[config.mk]
export PLATFORM = sky130hd
export DESIGN_NAME = pre_top
export DESIGN_NICKNAME = d
export VERILOG_FILES = /design/src/pre_pkg.sv /design/src/color_match.sv /design/src/pre_cfg_regs.sv /design/src/pre_top.sv /design/src/wb_erode.sv
export VERILOG_INCLUDE_DIRS = /design/src
export SDC_FILE = /design/constraint.sdc
export NUM_CORES = 1
export LEC_CHECK = 0
export BUFFER_PORTS_ARGS = -buffer_cell sky130_fd_sc_hd__buf_2
export CAP_MARGIN = 0
export CORE_MARGIN = 1.5
export CORE_UTILIZATION = 60
export DETAILED_ROUTE_END_ITERATION = 12
export PLACE_DENSITY = 0.85
export SLEW_MARGIN = 20
export SYNTH_ARGS = -nofsm -noshare
export SYNTH_HDL_FRONTEND = slang
export SYNTH_SLANG_ARGS = --single-unit
[constraint.sdc]
create_clock -name i_pre_clk -period 4.29 [get_ports i_pre_clk]
set_clock_uncertainty 0.1 [all_clocks]
set_input_delay 0.6435 -clock i_pre_clk [delete_from_list [all_inputs] [get_ports i_pre_clk]]
set_output_delay 0.6435 -clock i_pre_clk [all_outputs]
set_load 0.02 [all_outputs]
[src/pre_consts.svh]
`ifndef PRE_CONSTS_SVH
`define PRE_CONSTS_SVH

`define PIX_W           16
`define CH_W            6
`define CFG_AW          4
`define CFG_NUM         14

// parameter byte map
`define REG_A_R0        4'd0
`define REG_A_G0        4'd1
`define REG_A_B0        4'd2
`define REG_A_ERR       4'd3
`define REG_A_VMIN      4'd4
`define REG_A_VMAX      4'd5
`define REG_B_R0        4'd6
`define REG_B_G0        4'd7
`define REG_B_B0        4'd8
`define REG_B_ERR       4'd9
`define REG_B_VMIN      4'd10
`define REG_B_VMAX      4'd11
`define REG_MODE        4'd12   // bit 0: processed output
`define REG_MIN_RUN     4'd13

`define RST_A_R0        8'd60   // near white
`define RST_A_G0        8'd60
`define RST_A_B0        8'd60
`define RST_A_ERR       8'd8
`define RST_A_VMIN      8'd40
`define RST_A_VMAX      8'd63
`define RST_B_R0        8'd60   // near yellow
`define RST_B_G0        8'd56
`define RST_B_B0        8'd10
`define RST_B_ERR       8'd8
`define RST_B_VMIN      8'd30
`define RST_B_VMAX      8'd63
`define RST_MODE        8'd1
`define RST_MIN_RUN     8'd3

`endif

[src/pre_pkg.sv]
`include "pre_consts.svh"

package pre_pkg;

    // rgb565 word, msb first
    typedef struct packed {
        logic [4:0] r;
        logic [5:0] g;
        logic [4:0] b;
    } rgb565_t;

    // same pixel word, whole or by field
    typedef union packed {
        logic [`PIX_W-1:0] raw;
        rgb565_t           rgb;
    } pixel_u;

    typedef logic [`CH_W-1:0] chan_t;

    typedef logic [7:0] cfg_byte_t;

endpackage

[src/color_match.sv]
`timescale 1ns/100ps
`include "pre_consts.svh"

module color_match (
    input  logic                   i_pre_clk,
    input  logic                   i_rst_n,
    input  logic                   i_vsync,
    input  logic                   i_de,
    input  pre_pkg::pixel_u        i_data,
    input  pre_pkg::chan_t         i_a_r0,
    input  pre_pkg::chan_t         i_a_g0,
    input  pre_pkg::chan_t         i_a_b0,
    input  pre_pkg::cfg_byte_t     i_a_err,
    input  pre_pkg::cfg_byte_t     i_a_vmin,
    input  pre_pkg::cfg_byte_t     i_a_vmax,
    input  pre_pkg::chan_t         i_b_r0,
    input  pre_pkg::chan_t         i_b_g0,
    input  pre_pkg::chan_t         i_b_b0,
    input  pre_pkg::cfg_byte_t     i_b_err,
    input  pre_pkg::cfg_byte_t     i_b_vmin,
    input  pre_pkg::cfg_byte_t     i_b_vmax,
    input  logic                   i_process,
    output logic                   o_valid,
    output pre_pkg::pixel_u        o_data,
    output logic                   o_match_valid,
    output logic                   o_match_wb
);

    function automatic pre_pkg::chan_t abs_diff(input pre_pkg::chan_t x,
                                                input pre_pkg::chan_t y);
        return (x > y) ? x - y : y - x;
    endfunction

    pre_pkg::chan_t  r_c, g_c, b_c, v_c;

    logic            valid_1;
    logic [2:0]      a_ok_1, b_ok_1;   // {r, g, b} within tolerance
    pre_pkg::chan_t  v_1;
    pre_pkg::pixel_u data_1;

    logic            match_a, match_b;
    logic            valid_2;
    logic            wb_2;
    pre_pkg::pixel_u data_2;

    // 565 -> 6 bit channels
    assign r_c = {i_data.rgb.r, 1'b0};
    assign g_c = i_data.rgb.g;
    assign b_c = {i_data.rgb.b, 1'b0};

    always_comb begin
        v_c = r_c;                       // brightness = max channel
        if (g_c > v_c) v_c = g_c;
        if (b_c > v_c) v_c = b_c;
    end

    always_ff @(posedge i_pre_clk or negedge i_rst_n) begin
        if (!i_rst_n) begin
            valid_1 <= 1'b0;
            valid_2 <= 1'b0;
        end else begin
            valid_1 <= i_de & ~i_vsync;
            valid_2 <= valid_1 & ~i_vsync;   // frame sync flushes in-flight
        end
    end

    // stage 1
    always_ff @(posedge i_pre_clk) begin
        a_ok_1[2] <= abs_diff(r_c, i_a_r0) <= i_a_err;
        a_ok_1[1] <= abs_diff(g_c, i_a_g0) <= i_a_err;
        a_ok_1[0] <= abs_diff(b_c, i_a_b0) <= i_a_err;
        b_ok_1[2] <= abs_diff(r_c, i_b_r0) <= i_b_err;
        b_ok_1[1] <= abs_diff(g_c, i_b_g0) <= i_b_err;
        b_ok_1[0] <= abs_diff(b_c, i_b_b0) <= i_b_err;
        v_1       <= v_c;
        data_1    <= i_data;
    end

    assign match_a = (&a_ok_1) && (v_1 >= i_a_vmin) && (v_1 <= i_a_vmax);
    assign match_b = (&b_ok_1) && (v_1 >= i_b_vmin) && (v_1 <= i_b_vmax);

    // stage 2
    always_ff @(posedge i_pre_clk) begin
        wb_2 <= match_a | match_b;
        if (i_process && !(match_a || match_b))
            data_2.raw <= '0;            // blank unmatched
        else
            data_2 <= data_1;
    end

    assign o_valid       = valid_2;
    assign o_data        = data_2;
    assign o_match_valid = valid_2;
    assign o_match_wb    = wb_2;

endmodule

[src/pre_cfg_regs.sv]
`timescale 1ns/100ps
`include "pre_consts.svh"

module pre_cfg_regs (
    input  logic                   i_pre_clk,
    input  logic                   i_rst_n,
    input  logic                   i_cfg_we,
    input  logic [`CFG_AW-1:0]     i_cfg_addr,
    input  pre_pkg::cfg_byte_t     i_cfg_wdata,
    output pre_pkg::cfg_byte_t     o_cfg_rdata,
    output pre_pkg::chan_t         o_a_r0,
    output pre_pkg::chan_t         o_a_g0,
    output pre_pkg::chan_t         o_a_b0,
    output pre_pkg::cfg_byte_t     o_a_err,
    output pre_pkg::cfg_byte_t     o_a_vmin,
    output pre_pkg::cfg_byte_t     o_a_vmax,
    output pre_pkg::chan_t         o_b_r0,
    output pre_pkg::chan_t         o_b_g0,
    output pre_pkg::chan_t         o_b_b0,
    output pre_pkg::cfg_byte_t     o_b_err,
    output pre_pkg::cfg_byte_t     o_b_vmin,
    output pre_pkg::cfg_byte_t     o_b_vmax,
    output pre_pkg::cfg_byte_t     o_min_run,
    output logic                   o_process
);

    localparam pre_pkg::cfg_byte_t RST_VAL [`CFG_NUM] = '{
        `RST_A_R0, `RST_A_G0, `RST_A_B0, `RST_A_ERR, `RST_A_VMIN, `RST_A_VMAX,
        `RST_B_R0, `RST_B_G0, `RST_B_B0, `RST_B_ERR, `RST_B_VMIN, `RST_B_VMAX,
        `RST_MODE, `RST_MIN_RUN
    };

    pre_pkg::cfg_byte_t regs [`CFG_NUM];
    logic               addr_ok;

    assign addr_ok = (i_cfg_addr < `CFG_NUM);   // 14 and 15 unimplemented

    always_ff @(posedge i_pre_clk or negedge i_rst_n) begin
        if (!i_rst_n) begin
            regs <= RST_VAL;
        end else if (i_cfg_we && addr_ok) begin
            regs[i_cfg_addr] <= i_cfg_wdata;
        end
    end

    assign o_cfg_rdata = addr_ok ? regs[i_cfg_addr] : '0;

    // colour bytes only carry 6 bits into the datapath
    assign o_a_r0    = regs[`REG_A_R0][`CH_W-1:0];
    assign o_a_g0    = regs[`REG_A_G0][`CH_W-1:0];
    assign o_a_b0    = regs[`REG_A_B0][`CH_W-1:0];
    assign o_a_err   = regs[`REG_A_ERR];
    assign o_a_vmin  = regs[`REG_A_VMIN];
    assign o_a_vmax  = regs[`REG_A_VMAX];
    assign o_b_r0    = regs[`REG_B_R0][`CH_W-1:0];
    assign o_b_g0    = regs[`REG_B_G0][`CH_W-1:0];
    assign o_b_b0    = regs[`REG_B_B0][`CH_W-1:0];
    assign o_b_err   = regs[`REG_B_ERR];
    assign o_b_vmin  = regs[`REG_B_VMIN];
    assign o_b_vmax  = regs[`REG_B_VMAX];
    assign o_min_run = regs[`REG_MIN_RUN];
    assign o_process = regs[`REG_MODE][0];

endmodule

[src/pre_top.sv]
`timescale 1ns/100ps
`include "pre_consts.svh"

module pre_top (
    input  logic                   i_pre_clk,
    input  logic                   i_rst_n,
    input  logic                   i_vsync,
    input  logic                   i_de,
    input  pre_pkg::pixel_u        i_data,
    input  logic                   i_cfg_we,
    input  logic [`CFG_AW-1:0]     i_cfg_addr,
    input  pre_pkg::cfg_byte_t     i_cfg_wdata,
    output pre_pkg::cfg_byte_t     o_cfg_rdata,
    output logic                   o_valid,
    output pre_pkg::pixel_u        o_data,
    output logic                   o_wb_valid,
    output logic                   o_wb
);

    pre_pkg::chan_t      a_r0, a_g0, a_b0;
    pre_pkg::chan_t      b_r0, b_g0, b_b0;
    pre_pkg::cfg_byte_t  a_err, a_vmin, a_vmax;
    pre_pkg::cfg_byte_t  b_err, b_vmin, b_vmax;
    pre_pkg::cfg_byte_t  min_run;
    logic                process;
    logic                match_valid;
    logic                match_wb;

    pre_cfg_regs u_pre_cfg_regs (
        .i_pre_clk    (i_pre_clk   ),
        .i_rst_n      (i_rst_n     ),
        .i_cfg_we     (i_cfg_we    ),
        .i_cfg_addr   (i_cfg_addr  ),
        .i_cfg_wdata  (i_cfg_wdata ),
        .o_cfg_rdata  (o_cfg_rdata ),
        .o_a_r0       (a_r0        ),
        .o_a_g0       (a_g0        ),
        .o_a_b0       (a_b0        ),
        .o_a_err      (a_err       ),
        .o_a_vmin     (a_vmin      ),
        .o_a_vmax     (a_vmax      ),
        .o_b_r0       (b_r0        ),
        .o_b_g0       (b_g0        ),
        .o_b_b0       (b_b0        ),
        .o_b_err      (b_err       ),
        .o_b_vmin     (b_vmin      ),
        .o_b_vmax     (b_vmax      ),
        .o_min_run    (min_run     ),
        .o_process    (process     )
    );

    // delay = 2
    color_match u_color_match (
        .i_pre_clk     (i_pre_clk  ),
        .i_rst_n       (i_rst_n    ),
        .i_vsync       (i_vsync    ),
        .i_de          (i_de       ),
        .i_data        (i_data     ),
        .i_a_r0        (a_r0       ),
        .i_a_g0        (a_g0       ),
        .i_a_b0        (a_b0       ),
        .i_a_err       (a_err      ),
        .i_a_vmin      (a_vmin     ),
        .i_a_vmax      (a_vmax     ),
        .i_b_r0        (b_r0       ),
        .i_b_g0        (b_g0       ),
        .i_b_b0        (b_b0       ),
        .i_b_err       (b_err      ),
        .i_b_vmin      (b_vmin     ),
        .i_b_vmax      (b_vmax     ),
        .i_process     (process    ),
        .o_valid       (o_valid    ),
        .o_data        (o_data     ),
        .o_match_valid (match_valid),
        .o_match_wb    (match_wb   )
    );

    // delay = 1
    wb_erode u_wb_erode (
        .i_pre_clk  (i_pre_clk  ),
        .i_rst_n    (i_rst_n    ),
        .i_vsync    (i_vsync    ),
        .i_valid    (match_valid),
        .i_wb       (match_wb   ),
        .i_min_run  (min_run    ),
        .o_valid    (o_wb_valid ),
        .o_wb       (o_wb       )
    );

endmodule

[src/wb_erode.sv]
`timescale 1ns/100ps

module wb_erode (
    input  logic                   i_pre_clk,
    input  logic                   i_rst_n,
    input  logic                   i_vsync,
    input  logic                   i_valid,
    input  logic                   i_wb,
    input  pre_pkg::cfg_byte_t     i_min_run,
    output logic                   o_valid,
    output logic                   o_wb
);

    logic [7:0] run_cnt;
    logic [7:0] run_next;

    // count includes the current sample
    always_comb begin
        if (!i_wb)
            run_next = 8'd0;
        else if (run_cnt == 8'hff)
            run_next = run_cnt;          // saturate
        else
            run_next = run_cnt + 8'd1;
    end

    always_ff @(posedge i_pre_clk or negedge i_rst_n) begin
        if (!i_rst_n) begin
            run_cnt <= 8'd0;
            o_valid <= 1'b0;
            o_wb    <= 1'b0;
        end else if (i_vsync) begin
            run_cnt <= 8'd0;
            o_valid <= 1'b0;
            o_wb    <= 1'b0;
        end else begin
            if (i_valid)
                run_cnt <= run_next;
            o_valid <= i_valid;
            o_wb    <= i_valid & i_wb & (run_next >= i_min_run);
        end
    end

endmodule
# --- Word level (Yosys, flattened, before mapping) ---
# Index checks and enable logic that the tools add are counted.
totals:
  regBits: 169
  word_cells: 102
op_classes:
  addsub: 13
  magnitude_cmp: 22
  eq_ne: 1
  muxes: 21
  bitwise_logic: 7
  n_reduce_logical: 12
op_table:
  columns: ["op", "n"]
  rows:
  - ["112-bit bitwise mux", 1]
  - ["6-bit subtractor", 12]
  - ["6-bit by 8-bit less-or-equal comparator with 1-bit output", 8]
  - ["8-bit two-way mux", 8]
  - ["6-bit greater-than comparator", 8]
  - ["6-bit two-way mux", 8]
  - ["8-bit binary-select mux with 4-bit select", 1]
  - ["8-bit demux with 4-bit select", 1]
  - ["6-bit by 8-bit greater-or-equal comparator with 1-bit output", 2]
  - ["8-bit by 1-bit adder with 8-bit output (second input constant)", 1]
  - ["8-bit == test (second input constant)", 1]
  - ["8-bit greater-or-equal comparator", 1]
  - ["1-bit logical AND", 7]
  - ["3-bit AND reduction", 2]
  - ["5-bit greater-or-equal comparator (second input constant)", 1]
  - ["5-bit by 1-bit < comparator with 1-bit output (second input constant)", 1]
  - ["4-bit inverter with 5-bit output", 1]
  - ["1-bit AND", 4]
  - ["4-bit < comparator (second input constant)", 1]
  - ["1-bit two-way mux", 2]
  - ["2-bit nonzero test", 1]
  - ["1-bit zero test", 1]
  - ["1-bit logical OR", 1]
  - ["1-bit inverter", 1]
  - ["1-bit OR", 1]

# --- Depth between registers and ports, before layout ---
# Gate-level depths: netlist (run 1).
depth:
  ltp_word: 6
  mapped_depth: 15
  depth_no_buf: 15

# --- Hierarchy ---
# From an unflattened synthesis (run 1), not the netlist that was laid out.
unflattened:
  cells_unflattened: 1218
  hier_area_um2: 12594.6
by_module_without_submodules:
  columns: ["mod", "instances", "cells_per_inst", "area_per_inst_um2"]
  rows:
  - ["pre_cfg_regs", 1, 428, 5918.2]
  - ["color_match", 1, 685, 5799.3]
  - ["wb_erode", 1, 105, 877.1]

# --- Worst setup path before layout (run 1) ---
# Ideal clock, no wire load.
synth_timing:
  kind: "input-to-reg"
  from: "input port i_data[5] in the netlist's numbering"
  to: "register u_color_match.a_ok_1[1]"
  setup_ps: 82
  t_arrival_ps: 3306
  slack_ps: 801
  path_stages: 15
  n_path_buf: 0
  cell_sequence: "inv_1 -> ha_1 -> inv_1 -> fa_1 -> a211oi_2 -> o21ai_1 -> nand2_1 -> mux2_2 -> ha_1 -> nor2b_1 -> o21a_1 -> o21a_1 -> o21a_1 -> o21a_1 -> o221ai_1"
synth_via:
  elab_chain_len: 3
synth_lines:
  columns: ["element", "line_no", "text"]
  rows:
  - ["start: declaration", "pre_top.sv:9", "input pre_pkg::pixel_u i_data,"]
  - ["6-bit subtractor / 6-bit greater-than comparator (equally long branches)", "color_match.sv:31", "return (x > y) ? x - y : y - x;"]
  - ["6-bit two-way mux (*)", "color_match.sv:31", null]
  - ["6-bit by 8-bit less-or-equal comparator with 1-bit output (*)", "color_match.sv:70", "a_ok_1[1] <= abs_diff(g_c, i_a_g0) <= i_a_err;"]
  - ["end signal: assignment", "color_match.sv:70", null]
  - ["end: declaration", "color_match.sv:37", "logic [2:0] a_ok_1, b_ok_1;"]
# Every way passes the cells marked *; elsewhere a longest branch is shown, timed or not.
# A chain may end at the register's enable or synchronous reset.

# --- Final worst setup path (run 1) ---
layout_timing:
  from: "input port i_data[12] in the netlist's numbering"
  to: "register u_color_match.v_1[5]"
layout_via:
  elab_chain_len: 4
layout_lines:
  columns: ["element", "line_no", "text"]
  rows:
  - ["6-bit greater-than comparator", "color_match.sv:53", "if (g_c > v_c) v_c = g_c;"]
  - ["6-bit two-way mux (*)", "color_match.sv:53", null]
  - ["6-bit greater-than comparator", "color_match.sv:54", "if (b_c > v_c) v_c = b_c;"]
  - ["6-bit two-way mux (*)", "color_match.sv:54", null]
  - ["via u_color_match.v_c[5]", "color_match.sv:34", "pre_pkg::chan_t r_c, g_c, b_c, v_c;"]
  - ["end signal: assignment", "color_match.sv:75", "v_1 <= v_c;"]
  - ["end: declaration", "color_match.sv:38", "pre_pkg::chan_t v_1;"]
# Mark *: on every way through the listed nets, which the timed path passes. The rest lies on a longest branch.

==> metrics.md, run 1 <==
| Metric | Value |
|---|---|
| Outcome | `complete, no violations` |
| DRC viols | `0` |
| Finished Cell Area | `0.0126 sq mm` |
| P&R area growth vs syn | `9.29%` |
| Final TNS setup | `0 ps` |
| Gate power share | `0.422` |
| Clock Latency Late Sink | `440 ps` |
| Initial antenna violation count | `0` |
| Dpl cell area | `0.0120 sq mm` |
| NetSw | `2.59 mW` |
| Worst setup SP type | `primary input` |
| Clk pwr share | `0.242` |
| Die Wd | `142 microns` |
| H-tree depth | `4` |
| Max-slew headroom | `0.308` |
| First-pass GRT wire length | `47900 microns` |
| TritonRoute pass-1 iters | `7` |
| Max VDD drop | `0.346 mV` |
| Port Buffer Count | `59` |
| WP data required | `4550 ps` |
| Clock Path Buffers | `2` |
| CP max FO | `7` |
| Total setup buffers inserted after CTS | `0` |
| Row count | `50` |
| #FFs+latches synth | `169` |
| Largest net degree at the start of global routing | `60` |
| Highest Signal Layer | `met4` |
| Initial core utilization | `0.614` |
| Worst R2R Setup Slack | `750 ps` |
| PD cells | `542 mW/mm^2` |
| Mapped Area | `0.0115 sq mm` |
| Switching share of total power | `0.379` |
| Post-synth EDFFs | `0` |
| Worst-Margin Slew | `1040 ps` |
| CP startpoint | `i_data[12]` |
| Final cell count without fillers | `1414` |
| Core Region | `0.0188 sq mm` |
| P_int | `4.24 mW` |
| Die Ht | `142 microns` |
| Share of cells above drive strength 1 | `0.217` |
| Max_cap viols | `0` |
| Remaining global-route overflow | `0` |
| TritonCTS Sinks | `169` |
| Root Buffer | `clkbuf_16` |
| Tmin final | `3600 ps` |
| WL met1 | `12500 microns` |
| Routability cong. | `0.923` |
| # IOs | `60` |
| Crit. End Element | `register` |
| Seq/Total Area, Yosys | `0.352` |
| Worst hold path type | `in -> async` |
| Number of cells upsized or downsized after cts | `0` |
| Final slew viol count | `0` |
| FMAX | `278 MHz` |
| # setup viols final | `0` |
| LEAKAGE | `5.80 nW` |
| Final WL | `30300 microns` |
| Met2 wire length | `14100 microns` |
| Syn Area/Cell | `10.3 sq um` |
| Yosys cell types | `62` |
| Worst Setup EP | `u_color_match.v_1[5]` |
| Drt initial violations | `793` |
| Final HPWL DP | `21900 microns` |
| # diodes | `0` |
| RSZ-0062 raised after global routing | `false` |
| Die ar. | `0.0201 sq mm` |
| Post-synth top flop | `dfrtp_1` |
| Sequential Power Share | `0.335` |
| Reg2reg end | `u_color_match.a_ok_1[1]` |
| Via count | `8957` |
| Worst R2R Start | `u_pre_cfg_regs.o_a_g0[0]` |
| Hold buffer count at CTS | `0` |
| Clock buffer count from CTS | `17` |
| Gate count after technology mapping | `1121` |
| Synth warn | `0` |
| Kind of critical path | `in -> reg` |
| CTS tree | `done` |
| Final #Nets | `1353` |
| Synth Net Count | `1307` |
| Path depth of the worst reg2reg path | `14` |
| Ys async rst share | `0.734` |
| GRT Overall Usage | `0.312` |
| Final hold violations | `0` |
| Vias per inst | `6.33` |
| Met3 wire length | `2200 microns` |
| Final period util | `0.838` |
| ANT nets after route | `0` |
| Clock slew at reported path FFs | `70 ps` |
| Placed cell count | `1382` |
| Routed len/inst | `21.4 microns` |
| WP data arrival | `3860 ps` |
| Vias in the first global route | `8909` |
cells in the final DEF, fill, tap and decap left out, types with 4 or more instances in the layout:
cell type and instances:
dfxtp_1 45, mux2_2 69, inv_6 4, a21oi_1 36, o21ai_0 81, nand3b_1 5
buf_4 8, dfstp_2 44, a21boi_0 7, a21boi_1 9, nor2_1 48, a211oi_1 10
o21ai_1 4, and3_1 7, o22ai_1 7, o21a_1 32, mux2i_1 53, nor2_2 4
inv_1 101, fa_1 12, xnor2_1 18, nand2b_1 17, a21o_1 27, o22a_1 4
nor3_1 6, clkbuf_16 17, nor2b_1 24, inv_8 4, ha_1 141, mux4_2 24
dfrtp_1 80, o221ai_1 8, nand3_1 12, buf_2 58, or3_1 5, nand4_1 16
nand2_1 82, xor2_1 8
worst max-delay path, stage by stage:
cell	delay (ps)
buf_2	200
inv_1	110
ha_1	320
nor2b_1	160
o21a_1	120
o21ai_1	80
a21oi_2	340
mux2i_1	440
ha_1	330
a21o_1	170
a21o_1	170
a21o_1	170
a21o_1	190
o21ai_2	160
mux2i_1	240
how the worst min path moves through the flow:
| stage | start | endpoint | slack, ps | cells past startpoint |
|---|---|---|---|---|
| after floorplan | i_rst_n | u_color_match.o_match_valid | 250 | 0 |
| after global placement | u_color_match.data_1[3] | u_color_match.o_data[3] | 330 | 1 |
| after detailed placement | u_color_match.data_1[15] | u_color_match.o_data[15] | 340 | 1 |
| after CTS | i_rst_n | u_pre_cfg_regs.o_b_b0[4] | 200 | 1 |
| after global routing | i_rst_n | u_pre_cfg_regs.o_b_b0[4] | 220 | 1 |
| final | i_rst_n | u_pre_cfg_regs.o_b_b0[4] | 150 | 1 |
stage by stage:
step                utilization  hold WS, ps  setup WS (ps)  power (mW)
global placement          0.638          333            479        4.95
finish                    0.671          147            694        6.83
floorplan                     -          248            801        4.30
detailed placement        0.638          341            317        5.07
global route              0.671          222            510        7.20
CTS                       0.671          196            729        6.78
registers in the layout (all words and copies together), names as in the netlist, 6 cells and up:
register / flops
u_pre_cfg_regs.o_b_r0: 6
u_pre_cfg_regs.regs: 19
u_color_match.data_1: 16
u_color_match.v_1: 6
u_pre_cfg_regs.o_b_err: 8
u_pre_cfg_regs.o_b_g0: 6
u_pre_cfg_regs.o_b_vmax: 8
u_color_match.o_data: 16
u_pre_cfg_regs.o_b_b0: 6
u_pre_cfg_regs.o_a_vmin: 8
u_wb_erode.run_cnt: 8
u_pre_cfg_regs.o_a_g0: 6
u_pre_cfg_regs.o_min_run: 8
u_pre_cfg_regs.o_a_r0: 6
u_pre_cfg_regs.o_a_b0: 6
u_pre_cfg_regs.o_b_vmin: 8
u_pre_cfg_regs.o_a_vmax: 8
u_pre_cfg_regs.o_a_err: 8
Yosys cell counts (8+ instances only):
master / n / area share
fa_1: 12 / 0.021
nand2_1: 82 / 0.027
o221ai_1: 8 / 0.0061
inv_1: 101 / 0.033
mux2i_1: 53 / 0.046
xnor2_1: 18 / 0.014
nor2b_1: 24 / 0.013
dfrtp_1: 80 / 0.17
nand2b_1: 17 / 0.0092
a21oi_1: 36 / 0.016
ha_1: 141 / 0.15
nor2_1: 48 / 0.016
mux2_2: 69 / 0.067
o21ai_0: 81 / 0.035
a21o_1: 27 / 0.018
xor2_1: 8 / 0.0061
dfstp_2: 44 / 0.10
a211oi_1: 10 / 0.0065
a21boi_1: 9 / 0.0059
nand4_1: 16 / 0.0087
clkbuf_1: 21 / 0.0068
mux4_2: 24 / 0.047
o21a_1: 32 / 0.021
buf_2: 8 / 0.0035
nand3_1: 12 / 0.0052
dfxtp_1: 45 / 0.078
layer usage:
metal | vias to the layer above | GRT usage
met5 | - | 0
met4 | 0 | 0.146
met3 | 116 | 0.0594
met2 | 414 | 0.508
met1 | 4361 | 0.406
li1 | 4066 | -
cells by family (layout without fill, tap and decap cells):
| kind of cell | Yosys count | after routing | share of synthesized area |
|---|---|---|---|
| buffers and inverters | 141 | 200 | 0.0507 |
| AND/OR/NAND/NOR | 241 | 241 | 0.103 |
| multiplexers | 148 | 148 | 0.163 |
| adder cells (fa/ha/maj) | 153 | 153 | 0.174 |
| XOR/XNOR | 26 | 26 | 0.0198 |
| AO/OA/AOI/OAI | 243 | 243 | 0.137 |
| flip-flops | 169 | 169 | 0.352 |
layout make-up:
cell class | count | area, sq um
clock buffer | 17 | 425
clock inverter | 15 | 204
fill | 1343 | 6170
inverter | 102 | 383
multi-input combinational | 811 | 6890
sequential | 169 | 4060
tap | 234 | 293
timing repair buffer | 66 | 350
power groups by stage:
stage	clock (mW)	combinational, mW	sequential, mW
floorplan	0	2.09	2.21
global placement	0	2.66	2.29
detailed placement	0	2.77	2.30
CTS	1.66	2.84	2.28
global route	1.71	3.17	2.31
finish	1.65	2.88	2.29
Note: power is estimated with default switching activity, not from simulation.
==> run 2: changes to the inputs <==
==> constraint.sdc (replaced) <==
create_clock -name i_pre_clk -period 3.7 [get_ports i_pre_clk]
set_clock_uncertainty 0.1 [all_clocks]
set_input_delay 0.555 -clock i_pre_clk [delete_from_list [all_inputs] [get_ports i_pre_clk]]
set_output_delay 0.555 -clock i_pre_clk [all_outputs]
set_load 0.02 [all_outputs]
==> run 2 against run 1 <==
Against the previous run:
- largest power group unchanged
- highest routed layer unchanged
- total power increased by 16%
- core utilization rose by 0.71 points
- global-route usage about the same
- sequential power increased by 16%
==> metrics.md, run 2 (same netlist as run 1, synthesis figures left out) <==
| Metric | Value |
|---|---|
| Core Region | `0.0188 sq mm` |
| TritonRoute pass-1 iters | `6` |
| Crit. End Element | `register` |
| Tmin final | `3440 ps` |
| Multi-input logic area | `0.00689 sq mm` |
| Clock Latency Late Sink | `440 ps` |
| CP max FO | `5` |
| Final #Nets | `1372` |
| RSZ-0062 raised after global routing | `false` |
| Initial antenna violation count | `0` |
| FF/Latch Area | `0.00406 sq mm` |
| Routed len/inst | `21.2 microns` |
| Clk pwr share | `0.234` |
| WP data required | `3960 ps` |
| FMAX | `291 MHz` |
| Remaining global-route overflow | `0` |
| Worst R2R Setup Slack | `260 ps` |
| Drt initial violations | `878` |
| Final period util | `0.929` |
| Kind of critical path | `reg -> reg` |
| Fill cells | `1336` |
| Sequential Power Share | `0.336` |
| P_int | `4.92 mW` |
| Clock buffer count from CTS | `17` |
| Final WL | `30300 microns` |
| Most common cell after layout, fill and taps aside | `ha_1` |
| Clock slew at reported path FFs | `70 ps` |
| Most flops, register | `u_pre_cfg_regs.regs` |
| Routability cong. | `0.956` |
| Reg2reg end | `u_color_match.a_ok_1[0]` |
| Largest net degree at the start of global routing | `68` |
| Die Wd | `142 microns` |
| TritonCTS Sinks | `169` |
| Pre-CTS setup slack | `65.1 ps` |
| Worst R2R Start | `u_pre_cfg_regs.o_a_b0[0]` |
| Final HPWL DP | `22300 microns` |
| Outcome | `complete, no violations` |
| Hold buffer count at CTS | `0` |
| Die ar. | `0.0201 sq mm` |
| First-pass GRT wire length | `47700 microns` |
| Vias in the first global route | `8864` |
| Final slew viol count | `0` |
| Row count | `50` |
| # IOs | `60` |
| Final hold violations | `0` |
| Min Hold Slack | `118 ps` |
| Worst setup SP type | `register` |
| WP data arrival | `3700 ps` |
| Vias per inst | `6.32` |
| Port Buffer Count | `59` |
| NetSw | `2.97 mW` |
| CTS tree | `done` |
| Initial core utilization | `0.614` |
| Clock Path Buffers | `2` |
| # setup viols final | `0` |
| Switching share of total power | `0.377` |
| Number of cells upsized or downsized after cts | `0` |
| Worst-Margin Slew | `866 ps` |
| DRC viols | `0` |
| Max FFs per register | `19` |
| Max-slew headroom | `0.422` |
| LEAKAGE | `5.88 nW` |
| Root Buffer | `clkbuf_16` |
| GRT Overall Usage | `0.313` |
| P&R area growth vs syn | `10.5%` |
| Most frequent cells in the layout | `ha_1, inv_1, nand2_1, o21ai_0, dfrtp_1` |
| Final TNS setup | `0 ps` |
| Total setup buffers inserted after CTS | `0` |
| Path depth of the worst reg2reg path | `14` |
| Share of cells above drive strength 1 | `0.228` |
| ANT nets after route | `0` |
| Final WS setup | `263 ps` |
| PD cells | `619 mW/mm^2` |
| Worst hold path type | `in -> async` |
| Max VDD drop | `0.389 mV` |
| Die Ht | `142 microns` |
| Via count | `9060` |
| Max_cap viols | `0` |
| Gate power share | `0.430` |
| H-tree depth | `4` |
run 2: cell count changes in the layout (fill, tap and decap cells not counted), sizes merged:
cell	before	now
clkinv	4	1
buf	66	85
bufinv	3	2
clkinvlp	1	3
diode	0	1
inv	109	106
clkbuf	17	22
run 2: area by class of cell:
type | instances | share of cell area
flip-flops and latches | 169 | 0.319
inverters | 102 | 0.0301
multi-input cells | 811 | 0.541
clock buffers | 22 | 0.0372
diodes | 1 | 0.000197
repair buffers | 85 | 0.0397
clock inverters | 10 | 0.0103
well taps | 234 | 0.0230
run 2: how the worst max path moves through the flow:
stage	from	depth (start not counted)	slack, ps	endpoint
3_5_place_dp	i_data[5]	16	70	u_color_match.a_ok_1[1]
2_1_floorplan	i_data[5]	15	300	u_color_match.a_ok_1[1]
4_1_cts	u_pre_cfg_regs.o_b_b0[1]	15	320	u_color_match.b_ok_1[0]
6_report	u_pre_cfg_regs.o_a_b0[0]	14	260	u_color_match.a_ok_1[0]
3_3_place_gp	i_data[5]	16	150	u_color_match.b_ok_1[1]
5_1_grt	u_pre_cfg_regs.o_b_b0[1]	15	110	u_color_match.b_ok_1[0]
run 2: per-layer routing:
| layer | vias up | routed length (microns) | GRT usage |
|---|---|---|---|
| met5 | - | 0 | 0 |
| met4 | 0 | 1440 | 0.156 |
| met3 | 103 | 2400 | 0.0655 |
| met2 | 431 | 13900 | 0.487 |
| met1 | 4413 | 12600 | 0.416 |
| li1 | 4113 | - | - |
run 2: power groups by stage:
stage               registers, mW  clock network, mW  logic [mW]
floorplan                    2.56                  0        2.42
global route                 2.67               1.92        3.72
detailed placement           2.66                  0        3.27
global placement             2.65                  0        3.13
CTS                          2.63               1.85        3.33
finish                       2.65               1.85        3.39
run 2: through the flow:
| stage | util | instance area, sq um | total power [mW] | std cells |
|---|---|---|---|---|
| detailed placement | 0.646 | 12100 | 5.93 | 1401 |
| CTS | 0.678 | 12700 | 7.81 | 1433 |
| global route | 0.678 | 12700 | 8.31 | 1433 |
| finish | 0.678 | 12700 | 7.89 | 1434 |
| floorplan | - | 11500 | 4.99 | 1121 |
| global placement | 0.646 | 12100 | 5.78 | 1401 |
run 2: critical path, stage by stage (launching register included):
cell and delay [ps]:
dfrtp_1 380, inv_1 150, fa_1 460, a21o_1 170, a21o_1 180, a211oi_1 320
nor2_2 150, mux2i_1 210, ha_1 270, nor2b_1 130, o21a_1 160, o21a_1 170
o21a_1 170, o21a_1 160, o221ai_1 160
